===== src/common/eepromPkg.sv =====
`default_nettype none

package eepromPkg;

   localparam int ByteWidth  = 8;                       // Serial byte
   localparam int AddrBytes  = 2;                       // Address bytes after READ/WRITE
   localparam int CmdBits    = 8;                       // Opcode length
   localparam int IndexWidth = 8;                       // Byte index within a frame, saturating

   // Instruction set, sent MSB first as the first byte of a frame
   typedef enum logic [CmdBits-1:0] {
      WRSR  = 8'h01,                                    // Write status (BP bits only)
      WRITE = 8'h02,                                    // Page write
      READ  = 8'h03,                                    // Sequential read
      WRDI  = 8'h04,                                    // Write disable
      RDSR  = 8'h05,                                    // Read status
      WREN  = 8'h06                                     // Write enable
   } opcodeT;

   typedef enum logic [1:0] {
      SeqIdle,                                          // Waiting for opcode
      SeqAddr,                                          // Collecting address bytes
      SeqData,                                          // Data or status stream
      SeqIgnore                                         // Unknown opcode or busy
   } seqStateT;

   typedef enum logic [1:0] {
      ProgIdle,
      ProgCommit                                        // Writing buffered bytes out
   } progStateT;

   // 00 none, 01 upper quarter, 10 upper half, 11 whole array
   typedef logic [1:0] protectT;

endpackage

`default_nettype wire

===== src/common/eepromIfs.sv =====
`timescale 1ns/1ps
`default_nettype none

// Byte-level view of the serial frame
interface frameIf import eepromPkg::*; ();
   logic                  frameStart;
   logic                  byteStrobe;
   logic [ByteWidth-1:0]  rxByte;
   logic [IndexWidth-1:0] byteIndex;
   logic                  frameEnd;
   logic                  aligned;                      // Whole bytes only

   modport source (output frameStart, byteStrobe, rxByte, byteIndex, frameEnd, aligned);
   modport sink   (input  frameStart, byteStrobe, rxByte, byteIndex, frameEnd, aligned);
endinterface


`default_nettype wire


===== src/rtl/serialDeserializer.sv =====
`timescale 1ns/1ps
`default_nettype none

module serialDeserializer import eepromPkg::*; (
   input  logic   SCK,
   input  logic   RESET,
   input  logic   csN,
   input  logic   si,
   frameIf.source frame
);

   logic [ByteWidth-1:0]  shiftIn;
   logic [2:0]            bitCnt;                       // Bit position within the byte
   logic [IndexWidth-1:0] byteCnt;
   logic                  csPrev;

   // Payload shifter, MSB first
   always_ff @(posedge SCK) begin
      if (!csN) begin
         shiftIn      <= {shiftIn[ByteWidth-2:0], si};
         frame.rxByte <= {shiftIn[ByteWidth-2:0], si};
      end
   end

   always_ff @(posedge SCK or posedge RESET) begin
      if (RESET) begin
         csPrev           <= 1'b1;
         bitCnt           <= '0;
         byteCnt          <= '0;
         frame.frameStart <= 1'b0;
         frame.frameEnd   <= 1'b0;
         frame.byteStrobe <= 1'b0;
         frame.byteIndex  <= '0;
         frame.aligned    <= 1'b0;
      end else begin
         csPrev           <= csN;
         frame.frameStart <= csPrev && !csN;
         frame.frameEnd   <= !csPrev && csN;
         frame.byteStrobe <= !csN && (bitCnt == 3'd7);
         if (csN) begin
            bitCnt  <= '0;
            byteCnt <= '0;
            if (!csPrev) frame.aligned <= (bitCnt == 3'd0);   // Judged on the closing edge
         end else begin
            bitCnt <= bitCnt + 3'd1;
            if (bitCnt == 3'd7) begin
               frame.byteIndex <= byteCnt;
               if (byteCnt != '1) byteCnt <= byteCnt + 1'b1;  // Saturate on long reads
            end
         end
      end
   end

   // Eight consecutive low samples of csN precede every byte strobe
   assert property (@(posedge SCK) disable iff (RESET)
      frame.byteStrobe |-> $past(!csN, 1) && $past(!csN, 8));

endmodule

`default_nettype wire


===== src/flat_wrapper.sv =====
// flat-port wrapper written by rule: the top's interface ports become plain ports
module serialDeserializer_flat import eepromPkg::*;
  (SCK, RESET, csN, si, frame_frameStart, frame_byteStrobe, frame_rxByte, frame_byteIndex, frame_frameEnd, frame_aligned);
  frameIf frame_i ();
  input  logic SCK;
  input  logic RESET;
  input  logic csN;
  input  logic si;
  output wire logic [$bits(frame_i.frameStart)-1:0] frame_frameStart;
  output wire logic [$bits(frame_i.byteStrobe)-1:0] frame_byteStrobe;
  output wire logic [$bits(frame_i.rxByte)-1:0] frame_rxByte;
  output wire logic [$bits(frame_i.byteIndex)-1:0] frame_byteIndex;
  output wire logic [$bits(frame_i.frameEnd)-1:0] frame_frameEnd;
  output wire logic [$bits(frame_i.aligned)-1:0] frame_aligned;
  assign frame_frameStart = frame_i.frameStart;
  assign frame_byteStrobe = frame_i.byteStrobe;
  assign frame_rxByte = frame_i.rxByte;
  assign frame_byteIndex = frame_i.byteIndex;
  assign frame_frameEnd = frame_i.frameEnd;
  assign frame_aligned = frame_i.aligned;
  serialDeserializer u_core (.SCK(SCK), .RESET(RESET), .csN(csN), .si(si), .frame(frame_i));
endmodule

===== config.mk =====
export PLATFORM = sky130hd
export DESIGN_NAME = serialDeserializer_flat
export DESIGN_NICKNAME = d
export VERILOG_FILES = /design/src/common/eepromPkg.sv /design/src/common/eepromIfs.sv /design/src/rtl/serialDeserializer.sv /design/src/flat_wrapper.sv
export SDC_FILE = /design/constraint.sdc
export NUM_CORES = 1
export LEC_CHECK = 0
export ABC_AREA = 0
export ABC_CLOCK_PERIOD_IN_PS = 1420
export BUFFER_PORTS_ARGS = -buffer_cell sky130_fd_sc_hd__buf_4
export CAP_MARGIN = 20
export CELL_PAD_IN_SITES_DETAIL_PLACEMENT = 2
export CELL_PAD_IN_SITES_GLOBAL_PLACEMENT = 2
export CORE_MARGIN = 2
export CORE_UTILIZATION = 33
export CTS_BUF_LIST = sky130_fd_sc_hd__clkbuf_4 sky130_fd_sc_hd__clkbuf_8 sky130_fd_sc_hd__clkbuf_16
export DETAILED_ROUTE_END_ITERATION = 16
export GPL_ROUTABILITY_DRIVEN = 0
export HOLD_SLACK_MARGIN = 0.08
export PLACE_DENSITY_LB_ADDON = 0.1
export SYNTH_ARGS = -nofsm -noshare
export SYNTH_HDL_FRONTEND = slang
export SYNTH_SLANG_ARGS = --single-unit

===== constraint.sdc =====
create_clock -name SCK -period 1.42 [get_ports SCK]
set_clock_uncertainty 0.05 [all_clocks]
set_input_delay 0.142 -clock SCK [delete_from_list [all_inputs] [get_ports SCK]]
set_output_delay 0.142 -clock SCK [all_outputs]
set_load 0.01 [all_outputs]

==> flow_summary.ini <==
[yosys]
synthCells = 93
synthTopCellsByArea = dfrtp_1, edfxtp_1, mux2_2
yosys.area.top_type_share_pct = 44.9
ys_seq_elements = 32
synth_warnings = 0
yosysMostFrequentCell = dfrtp_1
syn-cell-area_mm2 = 0.00128
synth.largest_area_cell = dfrtp_1
synth_edf_count = 8
syn_avg_cell_area_um2 = 13.8
yosysSeqAreaShare_pct = 65.7
synthArstFlopShare_pct = 75.0
synth.top_cells.by_count = dfrtp_1, edfxtp_1, mux2_2, nor2_1, a31oi_1
synth_ff_type = dfrtp_1
syn_nets = 101
yosysUniqueCellTypes = 34

[floorplan]
start_util_pct = 34.7
dieWidth_um = 66.3
dieArea_mm2 = 0.00440
fp.dieH_um = 66.3
fp.coreArea_mm2 = 0.00369
rows = 22
ios = 24

[route]
antenna_left = 0
wl_per_cell_um = 16.8
dr.pass1.iters = 4
drc = 0
drt_iter0_markers = 44
avgViaCountPerCell = 4.80
num_vias = 903
drt_wl_total_um = 3160

[critical_path]
cp-startpoint = u_core.bitCnt[0]
reg2reg_setup_slack_ns = -0.09
worstSetupEndpointType = register
cp_data_arrival_time_ns = 1.63
r2r_end = u_core.frame.byteIndex[2]
reg2reg_depth = 5
path_class = reg -> reg
r2r-start = u_core.bitCnt[0]
start_kind = register
required_ns = 1.54
crit_fanout = 5

[timing]
finalSetupViolations = 12
fin_ws_ns = -0.0913
fin_crit_sh_pct = 106
hold_viol = 0
rsz0062_at_grt = true
tns_ns = -0.799
tightest_slew_ns = 0.357
max_slew_margin_pct = 76.2
slew_viol_final = 0
max_freq_mhz = 662
min_period_ns = 1.51

[clock_network]
clk_transition_reported_paths_ns = 0.07
cts_root_buffer = clkbuf_8
cts_tree = done
cts_buffers = 5
cts.path.max_buffers = 2
cts.sinks = 32
htreeDepth = 2
worstSkewPairLatency_ns = 0.29

[power_and_ir_drop]
report.power.total_uw = 1890
cellPowerDensity_mw_per_mm2 = 1020
ir_drop_mv = 0.718
p_leak_uw = 0.000861

[global_routing]
grt_max_degree = 25
grt_pass1_wl_um = 5050
antenna_found_initial = 0
grt_overflow = 0
grt_pass1_vias = 1009
grt.total_usage_pct = 16.3

[final_layout]
design_area_mm2 = 0.00185
drive_gt1_share_pct = 51.4
antenna_cells = 0
fillCellCount = 377
seq_area_um2 = 842
multiInputGateArea_um2 = 503
area_growth_pct = 44.2
fin_nets = 147
layout.cells.non_filler = 188

[worst_hold_path]
worstHoldStart = u_core.frame.rxByte[4]
min_to = u_core.frame.rxByte[5]
hold-path-cell-count = 0
worst_hold_path_type = reg -> reg

[placement]
dp_slack_ns = -0.203
dp_hpwl_um = 2110
dpl-instance-area_mm2 = 0.00160
portBuffers = 23
dp.cells = 172

[run_status]
violations = setup timing
status = complete, but fails checks

[job]
maxCapViolations = 0
==> through the flow <==
stage | util [%] | hold WS [ns]
after floorplan | - | 0.0965
after global placement | 43.5 | 0.166
after detailed placement | 43.5 | 0.188
after CTS | 48.7 | 0.414
after global routing | 50.1 | 0.427
final | 50.1 | 0.412
==> power by group <==
part	switching (uW)	internal (uW)	total [uW]	leakage, uW
clock network	331	433	764	0.0000523
registers	17.1	979	996	0.000404
logic	65.4	67.0	132	0.000405
total	414	1480	1890	0.000861
==> worst max-delay path, cell delays in order (launching register included) <==
cell	delay [ns]
dfrtp_1	0.36
ha_2	0.20
ha_4	0.15
nor2b_4	0.18
buf_6	0.15
mux2_4	0.30
==> cell usage in the layout (no fill, tap or decap) <==
cell type and count:
dfstp_2 1, buf_6 2, and4_4 1, and4_2 1
nor3_2 2, a31oi_1 4, dlygate4sd3_1 3, xor2_1 1
nand3_1 1, ha_2 1, nor3b_2 1, a21oi_1 1
ha_1 1, nand3_2 1, dfrtp_1 23, mux2_4 9
and3_1 1, clkbuf_4 2, and3_4 1, nor2_1 7
mux2i_1 1, a311oi_1 1, edfxtp_1 8, ha_4 2
a211oi_1 1, nor2b_4 1, o21ai_2 2, and2_2 1
nand4_1 1, nand3b_1 1, a31oi_2 1, inv_1 4
and2b_1 1, o21ai_0 1, nand2_1 3, nor3_1 1
clkbuf_8 6, nor2b_1 3, buf_4 37
==> sequential cells by signal, summed over array words and instances (netlist names) <==
register                 count
u_core.frame.rxByte          8
u_core.frame.aligned         1
u_core.frame.byteIndex       8
u_core.bitCnt                3
u_core.byteCnt               8
u_core.frame.byteStrobe      1
u_core.csPrev                1
u_core.frame.frameEnd        1
u_core.frame.frameStart      1
==> area by class of cell <==
| type | instances | area share (%) |
|---|---|---|
| clock buffer | 8 | 5.28 |
| inverter | 4 | 0.812 |
| multi-input combinational | 54 | 27.2 |
| sequential | 32 | 45.6 |
| tap | 48 | 3.25 |
| timing repair buffer | 42 | 17.9 |
==> layer usage <==
metal	track usage, %	vias up	wire (um)	part of all wire, %
met5	0	-	0	0
met4	6.89	0	57	1.8
met3	5.11	6	123	3.9
met2	26.1	18	1650	52
met1	20.1	457	1340	42
li1	-	422	-	-
==> cell families (layout without fill, tap and decap cells) <==
group                    after synthesis  after routing  share of synthesized area (%)
flip-flops                            32             32                           65.7
AND/OR/NAND/NOR                       28             28                           13.0
AO/OA/AOI/OAI                         11             11                           5.57
multiplexers                          10             10                           8.98
buffers and inverters                  7             54                           2.15
adder cells (fa/ha/maj)                4              4                           3.91
XOR/XNOR                               1              1                          0.684
==> worst max-delay path by stage <==
stage	endpoint	slack (ns)
floorplan	u_core.frame.byteIndex[0]	-0.03
global placement	u_core.byteCnt[6]	-0.08
detailed placement	u_core.byteCnt[6]	-0.20
CTS	u_core.frame.byteIndex[1]	-0.07
global route	u_core.frame.byteIndex[1]	-0.14
finish	u_core.frame.byteIndex[2]	-0.09
==> repair_timing <==
action,in CTS,in global routing
hold endpoints to repair,25,0
hold buffers,3,0
buffers inserted,2,2
endpoints found under the setup margin,16,17
gates resized for setup,15,7
gates cloned,1,0
pin swaps,4,6
Power figures use the tool's default switching activity.
