### src/common/eepromPkg.sv
`default_nettype none

package eepromPkg;

   localparam int ByteWidth  = 8;                       // Serial byte
   localparam int AddrBytes  = 2;                       // Address bytes after READ/WRITE
   localparam int CmdBits    = 8;                       // Opcode length
   localparam int IndexWidth = 8;                       // Byte index within a frame, saturating

   // Instruction set, sent MSB first as the first byte of a frame
   typedef enum logic [CmdBits-1:0] {
      WRSR  = 8'h01,                                    // Write status (BP bits only)
      WRITE = 8'h02,                                    // Page write
      READ  = 8'h03,                                    // Sequential read
      WRDI  = 8'h04,                                    // Write disable
      RDSR  = 8'h05,                                    // Read status
      WREN  = 8'h06                                     // Write enable
   } opcodeT;

   typedef enum logic [1:0] {
      SeqIdle,                                          // Waiting for opcode
      SeqAddr,                                          // Collecting address bytes
      SeqData,                                          // Data or status stream
      SeqIgnore                                         // Unknown opcode or busy
   } seqStateT;

   typedef enum logic [1:0] {
      ProgIdle,
      ProgCommit                                        // Writing buffered bytes out
   } progStateT;

   // 00 none, 01 upper quarter, 10 upper half, 11 whole array
   typedef logic [1:0] protectT;

endpackage

`default_nettype wire
### src/rtl/serialOutput.sv
`timescale 1ns/1ps
`default_nettype none

module serialOutput import eepromPkg::*; (
   input  logic                 SCK,
   input  logic                 RESET,
   input  logic                 csN,
   input  logic                 rdValid,
   input  logic [ByteWidth-1:0] rdData,
   input  logic                 statusStrobe,
   input  logic [ByteWidth-1:0] statusByte,
   output logic                 so
);

   logic [ByteWidth-1:0] shiftOut;

   always_ff @(posedge SCK or posedge RESET) begin
      if (RESET) begin
         shiftOut <= '0;
      end else if (csN) begin
         shiftOut <= '0;                                // Idle between frames
      end else if (rdValid) begin
         shiftOut <= rdData;
      end else if (statusStrobe) begin
         shiftOut <= statusByte;
      end else begin
         shiftOut <= {shiftOut[ByteWidth-2:0], 1'b0};   // Zeros follow the last bit
      end
   end

   assign so = shiftOut[ByteWidth-1] && !csN;           // MSB first

   // Array reply and status request come from different opcodes
   assert property (@(posedge SCK) disable iff (RESET)
      !(rdValid && statusStrobe));

endmodule

`default_nettype wire

### config.mk
export PLATFORM = sky130hd
export DESIGN_NAME = serialOutput
export DESIGN_NICKNAME = d
export VERILOG_FILES = /design/src/common/eepromPkg.sv /design/src/rtl/serialOutput.sv
export SDC_FILE = /design/constraint.sdc
export NUM_CORES = 1
export LEC_CHECK = 0
export BUFFER_PORTS_ARGS = -buffer_cell sky130_fd_sc_hd__buf_2
export CELL_PAD_IN_SITES_DETAIL_PLACEMENT = 0
export CELL_PAD_IN_SITES_GLOBAL_PLACEMENT = 1
export CORE_AREA = 2 2 39 41
export CTS_CLUSTER_DIAMETER = 150
export DETAILED_ROUTE_END_ITERATION = 8
export DIE_AREA = 0 0 41 43
export GPL_TIMING_DRIVEN = 0
export PLACE_DENSITY_LB_ADDON = 0.1
export RECOVER_POWER = 50
export SLEW_MARGIN = 25
export SYNTH_ARGS = -nofsm -noshare
export SYNTH_HDL_FRONTEND = slang
export SYNTH_SLANG_ARGS = --single-unit
### constraint.sdc
create_clock -name SCK -period 1.8 [get_ports SCK]
set_input_delay 0.18 -clock SCK [delete_from_list [all_inputs] [get_ports SCK]]
set_output_delay 0.18 -clock SCK [all_outputs]
set_load 0.005 [all_outputs]
==> results of run 1 <==
==> area by class of cell <==
cell class	instances	area (um^2)	share of cell area
repair buffers	20	105	0.188
clock buffers	3	22.5	0.0403
flip-flops and latches	8	200	0.358
plain buffers	2	15.0	0.0268
multi-input cells	25	189	0.338
well taps	16	20.0	0.0358
inverters	2	7.51	0.0134
==> power by group through the flow <==
stage               Combinational [mW]  Clock [mW]  Sequential, mW
global route                    0.0761       0.152           0.197
CTS                             0.0687       0.139           0.196
global placement                0.0643           0           0.198
floorplan                       0.0379           0           0.197
finish                          0.0671       0.132           0.196
detailed placement              0.0664           0           0.199
==> routing by layer <==
layer / GRT usage / up-vias / part of all wire
met5: 0 / - / 0
met3: 0.0314 / 0 / 0.089
met4: 0.0600 / 0 / 0
met2: 0.166 / 15 / 0.45
met1: 0.179 / 151 / 0.46
li1: - / 178 / -
==> cells in the final DEF (no fill, tap or decap) <==
cell type / n
a211oi_1: 7
a21oi_1: 1
buf_2: 19
buf_6: 1
clkbuf_1: 1
clkbuf_4: 3
dfrtp_1: 8
dlygate4sd3_1: 1
inv_1: 2
mux2i_1: 7
nand2_1: 1
nand3b_1: 1
nor2b_1: 8
==> metrics by stage <==
step / power [mW] / hold slack [ns] / util
final: 0.395 / 0.176 / 0.404
after global routing: 0.425 / 0.180 / 0.404
after CTS: 0.404 / 0.172 / 0.404
after detailed placement: 0.265 / 0.147 / 0.381
after global placement: 0.263 / 0.131 / 0.381
after floorplan: 0.235 / -0.00434 / -
==> cells by family after synthesis <==
kind of cell / after synthesis / synth area share
compound gates: 8 / 0.140
buf+inv: 4 / 0.0547
flops: 8 / 0.486
mux: 7 / 0.170
simple gates: 10 / 0.149
==> tightest hold or removal path, cell delays in order <==
cell and delay, ns:
buf_2 0.09, nand2_1 0.05, a21oi_1 0.05
==> worst paths after layout <==
path | start | endpoint | slack, ns | cells after the start
worst max-delay path | shiftOut[7] | so | 0.77 | 2
worst min-delay path | rdData[0] | shiftOut[0] | 0.18 | 3
worst max register to register | shiftOut[1] | shiftOut[2] | 1.06 | 2
worst min register to register | shiftOut[2] | shiftOut[3] | 0.61 | 2
max in group asynchronous | RESET | shiftOut[5] | 1.15 | 3
min in group asynchronous | RESET | shiftOut[7] | 0.42 | 3
==> results_dict.tcl, run 1 <==
set metrics [dict create \
    final_area_um2 559 \
    finClkSkew_ns 0.00322 \
    ys_ff_latch 8 \
    finalMaxSlewViolations 0 \
    grt_usage 0.124 \
    cts_htree_levels 1 \
    synthArstFlopShare 1.00 \
    root_buffer "clkbuf_4" \
    postCtsHoldBufs 1 \
    clk_path_buf_depth 2 \
    worstMarginPinSlew_ns 0.387 \
    core_um2 1380 \
    critical_path.max_stage_delay_ns 0.36 \
    finalSetupTns_ns 0 \
    ir_drop_v 0.000285 \
    overflow 0 \
    maxCapViolations 0 \
    period_needed_ns 1.03 \
    postCtsSetupBuffers 0 \
    power.leakage_nw 0.287 \
    area_growth_pct 35.9 \
    ys_warn_count 0 \
    post_dp_cell_area_um2 527 \
    cts_buffers 3 \
    synth_top_cell_by_area "dfrtp_1" \
    power.clock.fraction 0.335 \
    synth_edf_count 0 \
    clk_latency_ns 0.25 \
    antenna_found_initial 0 \
    syn-instance-count 37 \
    crit_path_start_kind "register" \
    wl_per_cell_um 11.9 \
    start_util 0.297 \
    max_freq_mhz 968 \
    dp_cells 72 \
    vias 344 \
    boundaryPins 22 \
    finalCritPeriodShare 0.574 \
    cts_tree "done" \
    status "complete, no violations" \
    required_ns 1.62 \
    yosys-top-cells-area "dfrtp_1 49%, mux2i_1 17%, a211oi_1 13%" \
    drc 0 \
    path_delay_family "flip-flops" \
    finalHoldViolCount 0 \
    grt_max_degree 11 \
    cp-end-kind "primary output" \
    cp_num_buf_inv 1 \
    top_regs "shiftOut (8)" \
    synth-main-ff-cell "dfrtp_1" \
    crit_fanout 1 \
    antenna_left 0 \
    fin_ws_ns 0.767 \
    die_height_um 43 \
    synth_area_per_cell_um2 11.1 \
    viasPerCell 4.53 \
    switchingPower_mw 0.0902 \
    cts.sinks 8 \
    preCtsSetupSlack_ns 0.910 \
    hpwl_um 691 \
    synthTopCellsByCount "8 x dfrtp_1, 8 x nor2b_1, 7 x a211oi_1, 7 x mux2i_1, 2 x inv_1" \
    rsz0062_at_grt "no" \
    drive_above_1_share 0.383 \
    grt_pass1_wl_mm 1.45 \
    maxSlewHeadroom 0.742 \
    die_w_um 41 \
    setup_viol_count_final 0 \
    grt_pass1_vias 333 \
    hold_class "in2reg" \
    yosysSeqAreaShare 0.486 \
    fin_nets 83 \
    wirelength_um 903 \
    switching_share 0.228 \
    gp_congestion 0.678 \
    seqPwrFrac 0.495 \
    nFillCells 145 \
    io_buffer_count 19 \
    worstPathArrival_ns 0.85 \
    rows 14 \
    synth_top_area_share 0.486 \
    synth_nets 58 \
    largest_register_ffs 8 \
    dr.pass1.iters 2 \
    diodes 0 \
    cts-resized-gates 0 \
    syn-cell-area_um2 412 \
    cp_slowest_cell "dfrtp_1" \
    crit_chain "nor2b_1, buf_2" \
    die_area_um2 1760 \
    worstSetupPathType "reg2out" \
    regMostFlops "shiftOut" \
    fin_cells 76 \
    cts.clk_slew.worst_paths_ns 0.05 \
    p_int_mw 0.305 \
    first_iter_violations 2 \
    pwr_density_cell_nw_per_um2 707 \
    comb_power_share 0.170 \
    synthDistinctLibCells 10 \
]
Power figures use the tool's default switching activity.
==> run 2, diff against run 1 <==
--- a/config.mk
+++ b/config.mk
@@ -5,13 +5,14 @@
 export SDC_FILE = /design/constraint.sdc
 export NUM_CORES = 1
 export LEC_CHECK = 0
+export ABC_AREA = 1
 export BUFFER_PORTS_ARGS = -buffer_cell sky130_fd_sc_hd__buf_2
 export CELL_PAD_IN_SITES_DETAIL_PLACEMENT = 0
 export CELL_PAD_IN_SITES_GLOBAL_PLACEMENT = 1
-export CORE_AREA = 2 2 39 41
+export CORE_MARGIN = 1.5
+export CORE_UTILIZATION = 28
 export CTS_CLUSTER_DIAMETER = 150
 export DETAILED_ROUTE_END_ITERATION = 8
-export DIE_AREA = 0 0 41 43
 export GPL_TIMING_DRIVEN = 0
 export PLACE_DENSITY_LB_ADDON = 0.1
 export RECOVER_POWER = 50
==> constraint.sdc (replaced) <==
create_clock -name SCK -period 0.95 [get_ports SCK]
set_input_delay 0.095 -clock SCK [delete_from_list [all_inputs] [get_ports SCK]]
set_output_delay 0.095 -clock SCK [all_outputs]
set_load 0.005 [all_outputs]
==> run 2 against run 1 <==
Net effect: synthesized area grew 8.8%; critical path depth grew 1; clock power grew 92%; sequential power grew 89%; global-route usage grew 1.2 points; register-to-register slack lost 0.80 ns; synthesized cell count grew 81%; die area grew 4.9%; count of clock-buffer cells in the layout is the same; cell area grew 8.3%; clock skew shrank 0.0016 ns.
==> results_dict.tcl, run 2 <==
set metrics [dict create \
    status "complete, no violations" \
    die_height_um 43.0 \
    drc 0 \
    cts.clk_slew.worst_paths_ns 0.05 \
    met1_usage 0.168 \
    wirelength_um 968 \
    required_ns 0.85 \
    drive_above_1_share 0.293 \
    vias 453 \
    final_area_um2 606 \
    synthDistinctLibCells 9 \
    ir_drop_v 0.000837 \
    hold_class "in2reg" \
    cts_tree "done" \
    viasPerCell 4.19 \
    register_area_um2 200 \
    crit_fanout 1 \
    synthArstFlopShare 1.00 \
    maxSlewHeadroom 0.786 \
    max_freq_mhz 1130 \
    multiInputGateArea_um2 184 \
    synth_edf_count 0 \
    synth-main-ff-cell "dfrtp_1" \
    finalHoldViolCount 0 \
    grt_usage 0.136 \
    power.leakage_nw 0.352 \
    use_met3 0.0766 \
    layout_commonest_cell "nor2_1" \
    hold_end "shiftOut[0]" \
    dr.pass1.iters 4 \
    syn-cell-area_um2 448 \
    overflow 0 \
    finalCritPeriodShare 0.932 \
    synthTopCellsByCount "23 x nor2_1, 14 x nand2_1, 10 x inv_1" \
    top_regs "shiftOut (8)" \
    yosys-top-cells-area "dfrtp_1 45%, nor2_1 19%, nand2_1 12%" \
    nFillCells 171 \
    regMostFlops "shiftOut" \
    die_w_um 43.0 \
    antenna_left 0 \
    synth_most_common_cell "nor2_1" \
    layout_common_cells "23 x nor2_1, 21 x buf_2, 14 x nand2_1" \
    core_um2 1510 \
    ys_warn_count 0 \
    critical_path.max_stage_delay_ns 0.35 \
    worstPathArrival_ns 0.79 \
    fin_nets 115 \
    cts_htree_levels 1 \
    largest_register_ffs 8 \
    worst-r2r-setup-slack_ns 0.26 \
    crit_chain "inv_1, nor2_1, buf_2" \
    setup_viol_count_final 0 \
    first_iter_violations 1 \
    finalSetupTns_ns 0 \
    grt_pass1_vias 421 \
    synth_top_area_share 0.447 \
    period_needed_ns 0.885 \
    synth_top_cell_by_area "dfrtp_1" \
    clk_path_buf_depth 2 \
    wl_per_cell_um 8.96 \
    ys_ff_latch 8 \
    grt_pass1_wl_mm 1.80 \
    rows 14 \
    met2_usage 0.203 \
    finalMaxSlewViolations 0 \
    crit_path_start_kind "register" \
    finClkSkew_ns 0.00163 \
    yosysSeqAreaShare 0.447 \
    synth_area_per_cell_um2 6.69 \
    hpwl_um 725 \
    cts-resized-gates 0 \
    maxCapViolations 0 \
    io_buffer_count 21 \
    r2r_end "shiftOut[6]" \
    start_util 0.297 \
    diodes 0 \
    postCtsSetupBuffers 0 \
    rsz0062_at_grt "yes" \
    worstMarginPinSlew_ns 0.321 \
    post_dp_cell_area_um2 573 \
    clk_latency_ns 0.25 \
    grt_max_degree 11 \
    root_buffer "clkbuf_4" \
    cp_slowest_cell "dfrtp_1" \
    syn-instance-count 67 \
    boundaryPins 22 \
    hold_depth 3 \
    reg2reg_depth 4 \
    antenna_found_initial 0 \
    gp_congestion 0.686 \
    area_growth_pct 35.2 \
    worstSetupPathType "reg2out" \
    synth_nets 88 \
    grt-busiest-layer "met2" \
    cts_buffers 3 \
    pwr_density_cell_nw_per_um2 1270 \
    cp-end-kind "primary output" \
    cts.sinks 8 \
    r2r-start "shiftOut[5]" \
    hold_path_startpoint "statusByte[0]" \
    die_area_um2 1850 \
]
-- run 2: cell count changes in the layout (fill, tap and decap cells not counted), moves of 2 or more --
| cell | delta |
|---|---|
| o21ai_0 | +7 |
| inv_1 | +8 |
| mux2i_1 | -7 |
| nor2b_1 | -8 |
| a211oi_1 | -7 |
| nand2_1 | +13 |
| nor2_1 | +23 |
| buf_2 | +2 |
-- run 2: per-stage QoR --
step / utilization / setup WS, ns / total power, mW / hold slack [ns] / cells
floorplan: - / 0.300 / 0.458 / -0.0893 / 67
global placement: 0.380 / 0.174 / 0.521 / 0.0573 / 104
detailed placement: 0.380 / 0.185 / 0.522 / 0.0631 / 104
CTS: 0.402 / 0.0482 / 0.790 / 0.103 / 108
global route: 0.402 / -0.0114 / 0.845 / 0.111 / 108
finish: 0.402 / 0.0649 / 0.768 / 0.105 / 108
-- run 2: cell type report --
cell class,instances,share of cell area
multi-input combinational,46,0.304
clock buffer,3,0.0372
inverter,11,0.0682
timing repair buffer,22,0.190
sequential,8,0.331
buffer,2,0.0372
tap,16,0.0331
-- run 2: metal layers --
metal / vias up / wire length, um
met4: 0 / 7
met2: 13 / 465
met1: 188 / 423
li1: 250 / -
met5: - / 0
met3: 2 / 71
-- run 2: repair_timing --
item                       4_1_cts  5_1_grt
hold buffers                     1        0
setup endpoints to repair        0        1
hold endpoints to repair         8        0
-- run 2: critical path, delay by kind of cell (launching register included) --
family	cells	cell delay [ns]
simple gates	1	0.03
buf+inv	2	0.16
flops	1	0.35
-- run 2: worst max path at each step --
stage | slack [ns] | end | startpoint
after floorplan | 0.30 | shiftOut[1] | shiftOut[0]
after global placement | 0.17 | shiftOut[5] | rdValid
after detailed placement | 0.18 | shiftOut[5] | rdValid
after CTS | 0.05 | so | shiftOut[7]
after global routing | -0.01 | so | shiftOut[7]
final | 0.06 | so | shiftOut[7]
-- run 2: kinds of logic after synthesis --
family	Yosys count	share of synthesized area
DFF	8	0.447
and+or+nand+nor	37	0.310
AOI/OAI and AO/OA	9	0.101
buffers and inverters	13	0.142
-- run 2: power breakdown --
| part | switching (mW) | internal, mW | total (mW) |
|---|---|---|---|
| combinational | 0.0753 | 0.0699 | 0.145 |
| sequential | 0.00537 | 0.365 | 0.370 |
| clock | 0.109 | 0.144 | 0.253 |
| total | 0.190 | 0.579 | 0.768 |
