`src/common/eepromPkg.sv`:
```
`default_nettype none

package eepromPkg;

   localparam int ByteWidth  = 8;                       // Serial byte
   localparam int AddrBytes  = 2;                       // Address bytes after READ/WRITE
   localparam int CmdBits    = 8;                       // Opcode length
   localparam int IndexWidth = 8;                       // Byte index within a frame, saturating

   // Instruction set, sent MSB first as the first byte of a frame
   typedef enum logic [CmdBits-1:0] {
      WRSR  = 8'h01,                                    // Write status (BP bits only)
      WRITE = 8'h02,                                    // Page write
      READ  = 8'h03,                                    // Sequential read
      WRDI  = 8'h04,                                    // Write disable
      RDSR  = 8'h05,                                    // Read status
      WREN  = 8'h06                                     // Write enable
   } opcodeT;

   typedef enum logic [1:0] {
      SeqIdle,                                          // Waiting for opcode
      SeqAddr,                                          // Collecting address bytes
      SeqData,                                          // Data or status stream
      SeqIgnore                                         // Unknown opcode or busy
   } seqStateT;

   typedef enum logic [1:0] {
      ProgIdle,
      ProgCommit                                        // Writing buffered bytes out
   } progStateT;

   // 00 none, 01 upper quarter, 10 upper half, 11 whole array
   typedef logic [1:0] protectT;

endpackage

`default_nettype wire
```
`src/common/eepromIfs.sv`:
```
`timescale 1ns/1ps
`default_nettype none


// Page buffer fill and commit request
interface progIf import eepromPkg::*; #(parameter int AddrWidth = 10) ();
   logic                 bufStart;                      // New write frame, rewind buffer
   logic                 bufStrobe;
   logic [ByteWidth-1:0] bufData;
   logic                 commitStrobe;
   logic [AddrWidth-1:0] startAddr;
   protectT              protect;
   logic                 wip;

   modport source (output bufStart, bufStrobe, bufData, commitStrobe, startAddr, protect,
                   input  wip);
   modport sink   (input  bufStart, bufStrobe, bufData, commitStrobe, startAddr, protect,
                   output wip);
endinterface

`default_nettype wire

```
`src/rtl/pageProgrammer.sv`:
```
`timescale 1ns/1ps
`default_nettype none

module pageProgrammer import eepromPkg::*; #(
   parameter int AddrWidth = 10,
   parameter int PageBytes = 16
) (
   input  logic                 SCK,
   input  logic                 RESET,
   progIf.sink                  prog,
   output logic                 wrStrobe,
   output logic [AddrWidth-1:0] wrAddr,
   output logic [ByteWidth-1:0] wrData
);

   localparam int PtrWidth = $clog2(PageBytes);          // PageBytes is a power of two
   localparam int CntWidth = $clog2(PageBytes + 1);

   logic [ByteWidth-1:0]          pageBuf [PageBytes];
   logic [PtrWidth-1:0]           wrPtr;
   logic [CntWidth-1:0]           bufCount;
   logic [CntWidth-1:0]           commitCount;
   logic [CntWidth-1:0]           scanIdx;
   logic [AddrWidth-PtrWidth-1:0] pageNum;
   logic [PtrWidth-1:0]           startOffset;
   logic [PtrWidth-1:0]           pageOffset;
   logic [AddrWidth-1:0]          curAddr;
   protectT                       lockLevel;
   progStateT                     state;
   logic                          accept;

   function automatic logic isLocked(input logic [AddrWidth-1:0] addr, input protectT level);
      case (level)
         2'b01:   return addr[AddrWidth-1 -: 2] == 2'b11;
         2'b10:   return addr[AddrWidth-1];
         2'b11:   return 1'b1;
         default: return 1'b0;
      endcase
   endfunction

   assign pageOffset = startOffset + scanIdx[PtrWidth-1:0];   // Wraps inside the page
   assign curAddr    = {pageNum, pageOffset};

   // A page sits wholly inside or outside a protected quarter
   assign accept = (state == ProgIdle) && prog.commitStrobe && (bufCount != '0) &&
                   !isLocked(prog.startAddr, prog.protect);

   assign prog.wip = (state != ProgIdle) || wrStrobe;

   always_ff @(posedge SCK) begin
      if (prog.bufStrobe) pageBuf[wrPtr] <= prog.bufData;
      if (accept) begin
         pageNum     <= prog.startAddr[AddrWidth-1:PtrWidth];
         startOffset <= prog.startAddr[PtrWidth-1:0];
         lockLevel   <= prog.protect;
         commitCount <= bufCount;
      end
      wrAddr <= curAddr;
      wrData <= pageBuf[scanIdx[PtrWidth-1:0]];
   end

   always_ff @(posedge SCK or posedge RESET) begin
      if (RESET) begin
         state    <= ProgIdle;
         wrPtr    <= '0;
         bufCount <= '0;
         scanIdx  <= '0;
         wrStrobe <= 1'b0;
      end else begin
         wrStrobe <= 1'b0;
         if (prog.bufStart) begin
            wrPtr    <= '0;
            bufCount <= '0;
         end else if (prog.bufStrobe) begin
            wrPtr <= wrPtr + 1'b1;                      // Last PageBytes bytes win
            if (bufCount != CntWidth'(PageBytes)) bufCount <= bufCount + 1'b1;
         end
         case (state)
            ProgIdle: begin
               scanIdx <= '0;
               if (accept) state <= ProgCommit;
            end
            ProgCommit: begin
               wrStrobe <= !isLocked(curAddr, lockLevel);
               scanIdx  <= scanIdx + 1'b1;
               if (scanIdx == commitCount - 1'b1) state <= ProgIdle;
            end
            default: state <= ProgIdle;
         endcase
      end
   end

   // Live BP from the sequencer must still cover every write
   assert property (@(posedge SCK) disable iff (RESET)
      wrStrobe |-> !isLocked(wrAddr, prog.protect));

endmodule

`default_nettype wire

```
`src/flat_wrapper.sv`:
```
// flat-port wrapper written by rule: the top's interface ports become plain ports
module pageProgrammer_flat import eepromPkg::*;
#(
   parameter int AddrWidth = 10,
   parameter int PageBytes = 16
)
  (SCK, RESET, wrStrobe, wrAddr, wrData, prog_bufStart, prog_bufStrobe, prog_bufData, prog_commitStrobe, prog_startAddr, prog_protect, prog_wip);
  progIf #(.AddrWidth(AddrWidth)) prog_i ();
  input  logic SCK;
  input  logic RESET;
  output logic wrStrobe;
  output logic [AddrWidth-1:0] wrAddr;
  output logic [ByteWidth-1:0] wrData;
  input wire logic [$bits(prog_i.bufStart)-1:0] prog_bufStart;
  input wire logic [$bits(prog_i.bufStrobe)-1:0] prog_bufStrobe;
  input wire logic [$bits(prog_i.bufData)-1:0] prog_bufData;
  input wire logic [$bits(prog_i.commitStrobe)-1:0] prog_commitStrobe;
  input wire logic [$bits(prog_i.startAddr)-1:0] prog_startAddr;
  input wire logic [$bits(prog_i.protect)-1:0] prog_protect;
  output wire logic [$bits(prog_i.wip)-1:0] prog_wip;
  assign prog_i.bufStart = prog_bufStart;
  assign prog_i.bufStrobe = prog_bufStrobe;
  assign prog_i.bufData = prog_bufData;
  assign prog_i.commitStrobe = prog_commitStrobe;
  assign prog_i.startAddr = prog_startAddr;
  assign prog_i.protect = prog_protect;
  assign prog_wip = prog_i.wip;
  pageProgrammer #(.AddrWidth(AddrWidth), .PageBytes(PageBytes)) u_core (.SCK(SCK), .RESET(RESET), .prog(prog_i), .wrStrobe(wrStrobe), .wrAddr(wrAddr), .wrData(wrData));
endmodule
```
`config.mk`:
```
export PLATFORM = sky130hd
export DESIGN_NAME = pageProgrammer_flat
export DESIGN_NICKNAME = d
export VERILOG_FILES = /design/src/common/eepromPkg.sv /design/src/common/eepromIfs.sv /design/src/rtl/pageProgrammer.sv /design/src/flat_wrapper.sv
export SDC_FILE = /design/constraint.sdc
export NUM_CORES = 1
export LEC_CHECK = 0
export BUFFER_PORTS_ARGS = -buffer_cell sky130_fd_sc_hd__clkbuf_2
export CORE_MARGIN = 4
export CORE_UTILIZATION = 55
export DETAILED_ROUTE_END_ITERATION = 8
export GPL_TIMING_DRIVEN = 0
export HOLD_SLACK_MARGIN = 0.12
export PLACE_DENSITY = 0.73
export SYNTH_ARGS = -nofsm -noshare
export SYNTH_HDL_FRONTEND = slang
export SYNTH_SLANG_ARGS = --single-unit
```
`constraint.sdc`:
```
create_clock -name SCK -period 2.1 [get_ports SCK]
set_input_delay 0.315 -clock SCK [delete_from_list [all_inputs] [get_ports SCK]]
set_output_delay 0.315 -clock SCK [all_outputs]
set_load 0.005 [all_outputs]
```
==> flow_metrics.tcl, run 1 <==
set metrics [dict create \
    synthTopCellsByCount "edfxtp_1 (145), mux2i_1 (34), dfxtp_1 (18)" \
    power-per-cell-area_nw_per_um2 1130 \
    dpl.hpwl_um 8810 \
    htree_levels 4 \
    peakVddDrop_mv 0.629 \
    rsz0062_at_grt "no" \
    holdWs_ns 0.253 \
    cts_buffers 17 \
    slew_headroom_pct 40.9 \
    synth_compound_area_share_pct 5.41 \
    yosys.area.top_type "edfxtp_1" \
    synth-simple-area-share_pct 5.05 \
    nets 512 \
    core_region_area_um2 12600 \
    seq_area_frac_synth_pct 72.7 \
    p_sw_share_pct 26.1 \
    multi_input_area_um2 1750 \
    n_antenna_cell 0 \
    clock_skew_ns 0.00803 \
    regArea_um2 5110 \
    wl_per_cell_um 20.4 \
    drc 0 \
    gp_congestion 0.823 \
    power_frac_seq_pct 45.2 \
    synth_fa_ha_area_share_pct 2.24 \
    p_int_mw 6.85 \
    drive_gt1_share_pct 23.6 \
    cts_tree "yes" \
    clockBufferDepth 2 \
    hold_depth 2 \
    wirelength_um 13500 \
    grt_max_degree 18 \
    cp.arrival_ns 1.94 \
    grt.overflow.total 0 \
    clock_latency_ns 0.43 \
    fin_crit_ns 1.89 \
    io_pins 45 \
    antenna_found_initial 0 \
    clkSinkCount 179 \
    cts_setup_buffers 0 \
    max_freq_mhz 529 \
    worstRegToRegCells 3 \
    die_h_um 121 \
    rows 41 \
    vias_per_cell 5.62 \
    grtUsageTotal_pct 20.2 \
    drv_cap 0 \
    reg2reg_from "u_core.wrPtr[2]" \
    cts.clk_slew.worst_paths_ns 0.06 \
    final_antenna_net_count 0 \
    grt_pass1_wl_um 21300 \
    startpoint_type "flop" \
    power.share.clock_pct 34.0 \
    synthCells 400 \
    synth_top_family_by_area "multiplexers" \
    vias 3709 \
    fin_crit_sh_pct 89.9 \
    die_width_um 121 \
    drtIter0Drc 264 \
    synthFlopType "edfxtp_1" \
    die-area_um2 14700 \
    drv_slew 0 \
    reg2reg_setup_slack_ns 0.21 \
    synth-edff-count 145 \
    status "complete, no violations" \
    setup.worst_path.end_class "flop" \
    tightest_slew_ns 0.883 \
    io_buffers 43 \
    ys_types 37 \
    cts_root_buf "clkbuf_16" \
    holdCritStartpoint "prog_bufStart" \
    synthMostInstantiatedCell "edfxtp_1" \
    power_frac_comb_pct 20.8 \
    area_growth_pct 16.6 \
    hp-class "input port to flop" \
    syn-cell-area_um2 7030 \
    final.setup.tns_ns 0 \
    netlist.area_leader.share_pct 61.9 \
    async_flop_share_pct 8.94 \
    syn_nets 437 \
    cp.required_ns 2.15 \
    initial_utilization_pct 56.0 \
    cp_max_fo 9 \
    synth-seq-cells 179 \
    p_leak_nw 3.02 \
    reg2reg_to "u_core.pageBuf[6][5]" \
    hold_end "u_core.bufCount[4]" \
    yosys.area_share.xor_xnor_pct 2.12 \
    setup-violations-final 0 \
    p_total_mw 9.28 \
    switchingPower_mw 2.42 \
    hold_viol_final 0 \
    num-fill-cells 829 \
    grt_pass1_vias 3800 \
    syn_area_per_cell_um2 17.6 \
    yosys-top-cells-area "edfxtp_1 (62%), dfrtp_1 (5.7%), dfxtp_1 (5.1%), mux4_2 (5.1%), mux2i_1 (4.8%)" \
    first_pass_iters 5 \
    synth_warnings 0 \
    synth_mux_area_share_pct 9.96 \
    crit_type "flop to flop" \
]
==> through the flow <==
stage | std cells | utilization, % | area (µm²) | setup slack [ns]
3_5_place_dp | 615 | 59.4 | 7460 | -0.299
6_report | 660 | 65.3 | 8200 | 0.211
4_1_cts | 660 | 65.2 | 8200 | 0.0873
2_1_floorplan | 400 | - | 7030 | 0.390
5_1_grt | 660 | 65.3 | 8200 | 0.0374
3_3_place_gp | 615 | 59.4 | 7460 | -0.283
==> how the worst max path moves through the flow <==
stage	cells after the start	slack, ns	from	endpoint
floorplan	4	0.39	u_core.wrPtr[0]	u_core.pageBuf[2][0]
global placement	4	-0.28	prog_bufStrobe	u_core.pageBuf[10][4]
detailed placement	4	-0.30	prog_bufStrobe	u_core.pageBuf[10][3]
CTS	6	0.09	prog_protect[1]	u_core.pageNum[1]
global route	3	0.04	u_core.wrPtr[2]	u_core.pageBuf[6][4]
finish	3	0.21	u_core.wrPtr[2]	u_core.pageBuf[6][5]
==> critical path, cell delays in order, from the launching register on <==
cell      delay [ns]
dfrtp_1         0.32
clkbuf_1        0.33
nand3_1         0.16
nor2_1          0.70
==> cell families after synthesis <==
family | count (synthesis)
AOI/OAI and AO/OA | 44
xor gates and xnor gates | 17
adders and majority gates | 12
buffers and inverters | 28
DFF | 179
muxes | 50
and+or+nand+nor | 70
==> registers in the layout, summed over array words and instances, names as in the netlist <==
name / cells
u_core.pageBuf: 128
u_core.state: 1
u_core.lockLevel: 2
u_core.bufCount: 5
u_core.wrStrobe: 1
u_core.wrData: 8
u_core.scanIdx: 5
u_core.wrAddr: 10
u_core.commitCount: 5
u_core.pageNum: 6
u_core.wrPtr: 4
u_core.startOffset: 4
==> what timing repair did <==
action | 4_1_cts | 5_1_grt
pin swaps | 0 | 0
resized for setup | 2 | 1
setup endpoints to repair | 16 | 17
endpoints found under the hold margin | 28 | 0
hold buffers | 13 | 0
==> area by class of cell <==
type                            instances  share of cell area, %
Clock buffer                           19                   5.28
Tap cell                              172                   2.62
Sequential cell                       179                   62.4
Clock inverter                         13                   1.95
Inverter                               11                  0.549
Buffer                                 17                   1.65
Multi-Input combinational cell        193                   21.4
Timing Repair Buffer                   56                   4.21
==> metal layers <==
metal	global-route usage (%)	wire length, µm	vias up
met5	0	0	-
met4	8.07	355	0
met3	5.92	733	31
met2	33.0	6990	100
met1	25.4	5400	1880
li1	-	-	1698
==> power groups by stage <==
stage                     sequential [mW]  clock, mW  combinational, mW
after global placement               4.26          0               1.87
after CTS                            4.20       3.18               1.96
after global routing                 4.22       3.36               2.11
after floorplan                      4.25          0               1.32
final                                4.19       3.15               1.93
after detailed placement             4.27          0               1.92
==> cell usage in the layout, fill, tap and decap left out, types with 6 or more instances in the layout <==
cell type / n
a221oi_1: 7
dlygate4sd3_1: 13
inv_1: 10
xnor2_1: 11
dfxtp_1: 18
a221oi_2: 10
dfrtp_1: 16
a22oi_1: 8
clkbuf_16: 17
clkbuf_2: 43
mux4_2: 16
edfxtp_1: 145
nor2_1: 15
nand2_1: 15
mux2i_1: 34
and2_1: 14
and3_1: 6
ha_1: 11
o21ai_0: 10
xor2_1: 6
Note: power is estimated with default switching activity, not from simulation.
==> run 2: changes to the inputs <==
CTS_CLUSTER_DIAMETER = 50   (was unset)
REMOVE_ABC_BUFFERS = 1   (was unset)
clock period = 2.4 ns   (was 2.1 ns; I/O delays follow)
==> run 2 against run 1 <==
Against the previous run: clock power is 16% lower; sequential power is 9.3% lower; total power is 15% lower; design area is 1.9% lower; clock skew is 0.00087 ns lower; combinational power is 27% lower; first-iteration DRC count is 12% lower; utilization is 1.2 points lower; flip-flop and latch count stayed put; critical path depth is 1 higher; setup slack better by 0.11 ns; critical endpoint is now u_core.pageBuf[2][5].
==> flow_metrics.tcl, run 2 (synthesis gave the netlist of run 1 again) <==
set metrics [dict create \
    tightest_slew_ns 1.19 \
    largest_register_ffs 128 \
    cts_setup_buffers 0 \
    power_frac_seq_pct 48.5 \
    slew_headroom_pct 19.9 \
    grt.overflow.total 0 \
    n_antenna_cell 0 \
    drv_slew 0 \
    fin_crit_ns 2.08 \
    core_region_area_um2 12600 \
    switchingPower_mw 2.06 \
    power.share.clock_pct 33.7 \
    cp_max_fo 8 \
    holdWs_ns 0.142 \
    p_leak_nw 2.95 \
    vias_per_cell 5.51 \
    regMostFlops "u_core.pageBuf" \
    wl_per_cell_um 18.9 \
    drv_cap 0 \
    initial_utilization_pct 56.0 \
    vias 3537 \
    clock_skew_ns 0.00716 \
    cts.clk_slew.worst_paths_ns 0.06 \
    grtUsageTotal_pct 18.0 \
    crit_type "flop to flop" \
    fin_crit_sh_pct 86.7 \
    cts_tree "yes" \
    cp.arrival_ns 2.11 \
    grt_pass1_wl_um 19600 \
    clock_latency_ns 0.42 \
    wirelength_um 12100 \
    regArea_um2 5120 \
    power_frac_comb_pct 17.8 \
    final_antenna_net_count 0 \
    p_total_mw 7.85 \
    antenna_found_initial 0 \
    status "complete, no violations" \
    max_freq_mhz 480 \
    gp_congestion 0.767 \
    clkSinkCount 179 \
    die-area_um2 14700 \
    num-fill-cells 860 \
    p_int_mw 5.78 \
    setup.worst_path.end_class "flop" \
    holdCritStartpoint "prog_protect[0]" \
    layout_commonest_cell "edfxtp_1" \
    peakVddDrop_mv 0.602 \
    startpoint_type "flop" \
    clockBufferDepth 2 \
    finalCoreUtilization_pct 64.0 \
    rsz0062_at_grt "no" \
    die_width_um 121 \
    cts_root_buf "clkbuf_16" \
    multi_input_area_um2 1750 \
    area_growth_pct 14.4 \
    grt_max_degree 41 \
    worstSetupStartpoint "u_core.wrPtr[0]" \
    io_pins 45 \
    hold_viol_final 0 \
    hp-class "input port to flop" \
    grt_pass1_vias 3671 \
    reg2reg_from "u_core.wrPtr[0]" \
    htree_levels 4 \
    drc 0 \
    largestRegisters "u_core.pageBuf: 128 flops, u_core.wrAddr: 10 flops, u_core.wrData: 8 flops" \
    power-per-cell-area_nw_per_um2 975 \
    io_buffers 44 \
    nets 494 \
    cp.required_ns 2.43 \
    first_pass_iters 5 \
    die_h_um 121 \
    p_sw_share_pct 26.3 \
    setup-violations-final 0 \
    dpl.hpwl_um 7700 \
    cts_buffers 17 \
    drtIter0Drc 232 \
    drive_gt1_share_pct 23.0 \
    rows 41 \
    most-common-layout-cells "edfxtp_1 (145), clkbuf_2 (44), mux2i_1 (34)" \
]
run 2: cell count changes in the layout (fill, tap and decap cells not counted), moves of 3 or more:
cell	delta
buf_2	-5
dlygate4sd3_1	-3
inv_4	+3
inv_6	+4
clkinvlp_4	-3
buf_6	-5
clkbuf_1	-4
buf_4	-3
run 2: cell type report:
type	instances	area share, %
clock inverters	13	1.48
repair buffers	55	4.32
well taps	172	2.67
clock buffers	19	5.63
inverters	11	0.513
multi-input cells	193	21.8
flip-flops and latches	179	63.6
run 2: path summary, 6_finish.rpt:
path	end	slack (ns)	depth (start not counted)
worst max-delay path	u_core.pageBuf[2][5]	0.32	4
worst min-delay path	u_core.lockLevel[0]	0.14	1
worst max register to register	u_core.pageBuf[2][5]	0.32	4
worst min register to register	u_core.wrAddr[7]	0.34	0
max in group asynchronous	u_core.scanIdx[0]	1.37	3
min in group asynchronous	u_core.scanIdx[0]	0.56	3
run 2: power groups by stage:
stage	logic, mW	clock network [mW]	registers [mW]
global placement	1.23	0	4.01
global route	1.54	2.83	3.83
CTS	1.42	2.69	3.82
floorplan	0.852	0	3.91
finish	1.40	2.64	3.80
detailed placement	1.40	0	3.88
run 2: worst max-delay path: stages, from the launching register on:
cell and delay [ns]:
dfrtp_1 0.43, inv_1 0.11, ha_1 0.17, nand2_1 0.07, nor3_1 0.92
run 2: layer usage:
| layer | wire length [µm] | GRT usage (%) | vias up |
|---|---|---|---|
| met5 | 0 | 0 | - |
| met4 | 175 | 6.16 | 0 |
| met3 | 420 | 4.48 | 14 |
| met2 | 6210 | 29.0 | 69 |
| met1 | 5320 | 24.4 | 1792 |
| li1 | - | - | 1662 |
run 2: per-stage QoR:
stage / setup TNS (ns) / setup slack [ns] / area [µm²] / cells
3_3_place_gp: -18.19 / -1.22 / 7330 / 599
5_1_grt: 0 / 0.0897 / 8050 / 642
2_1_floorplan: -5.58 / -0.469 / 6900 / 383
4_1_cts: 0 / 0.205 / 8050 / 642
3_5_place_dp: -2.88 / -0.410 / 7370 / 600
6_report: 0 / 0.318 / 8050 / 642
run 2: repair_timing:
action                     CTS  global route
setup endpoints to repair    9             0
hold buffers                10             0
resized for setup            3             0
hold endpoints to repair    25             0
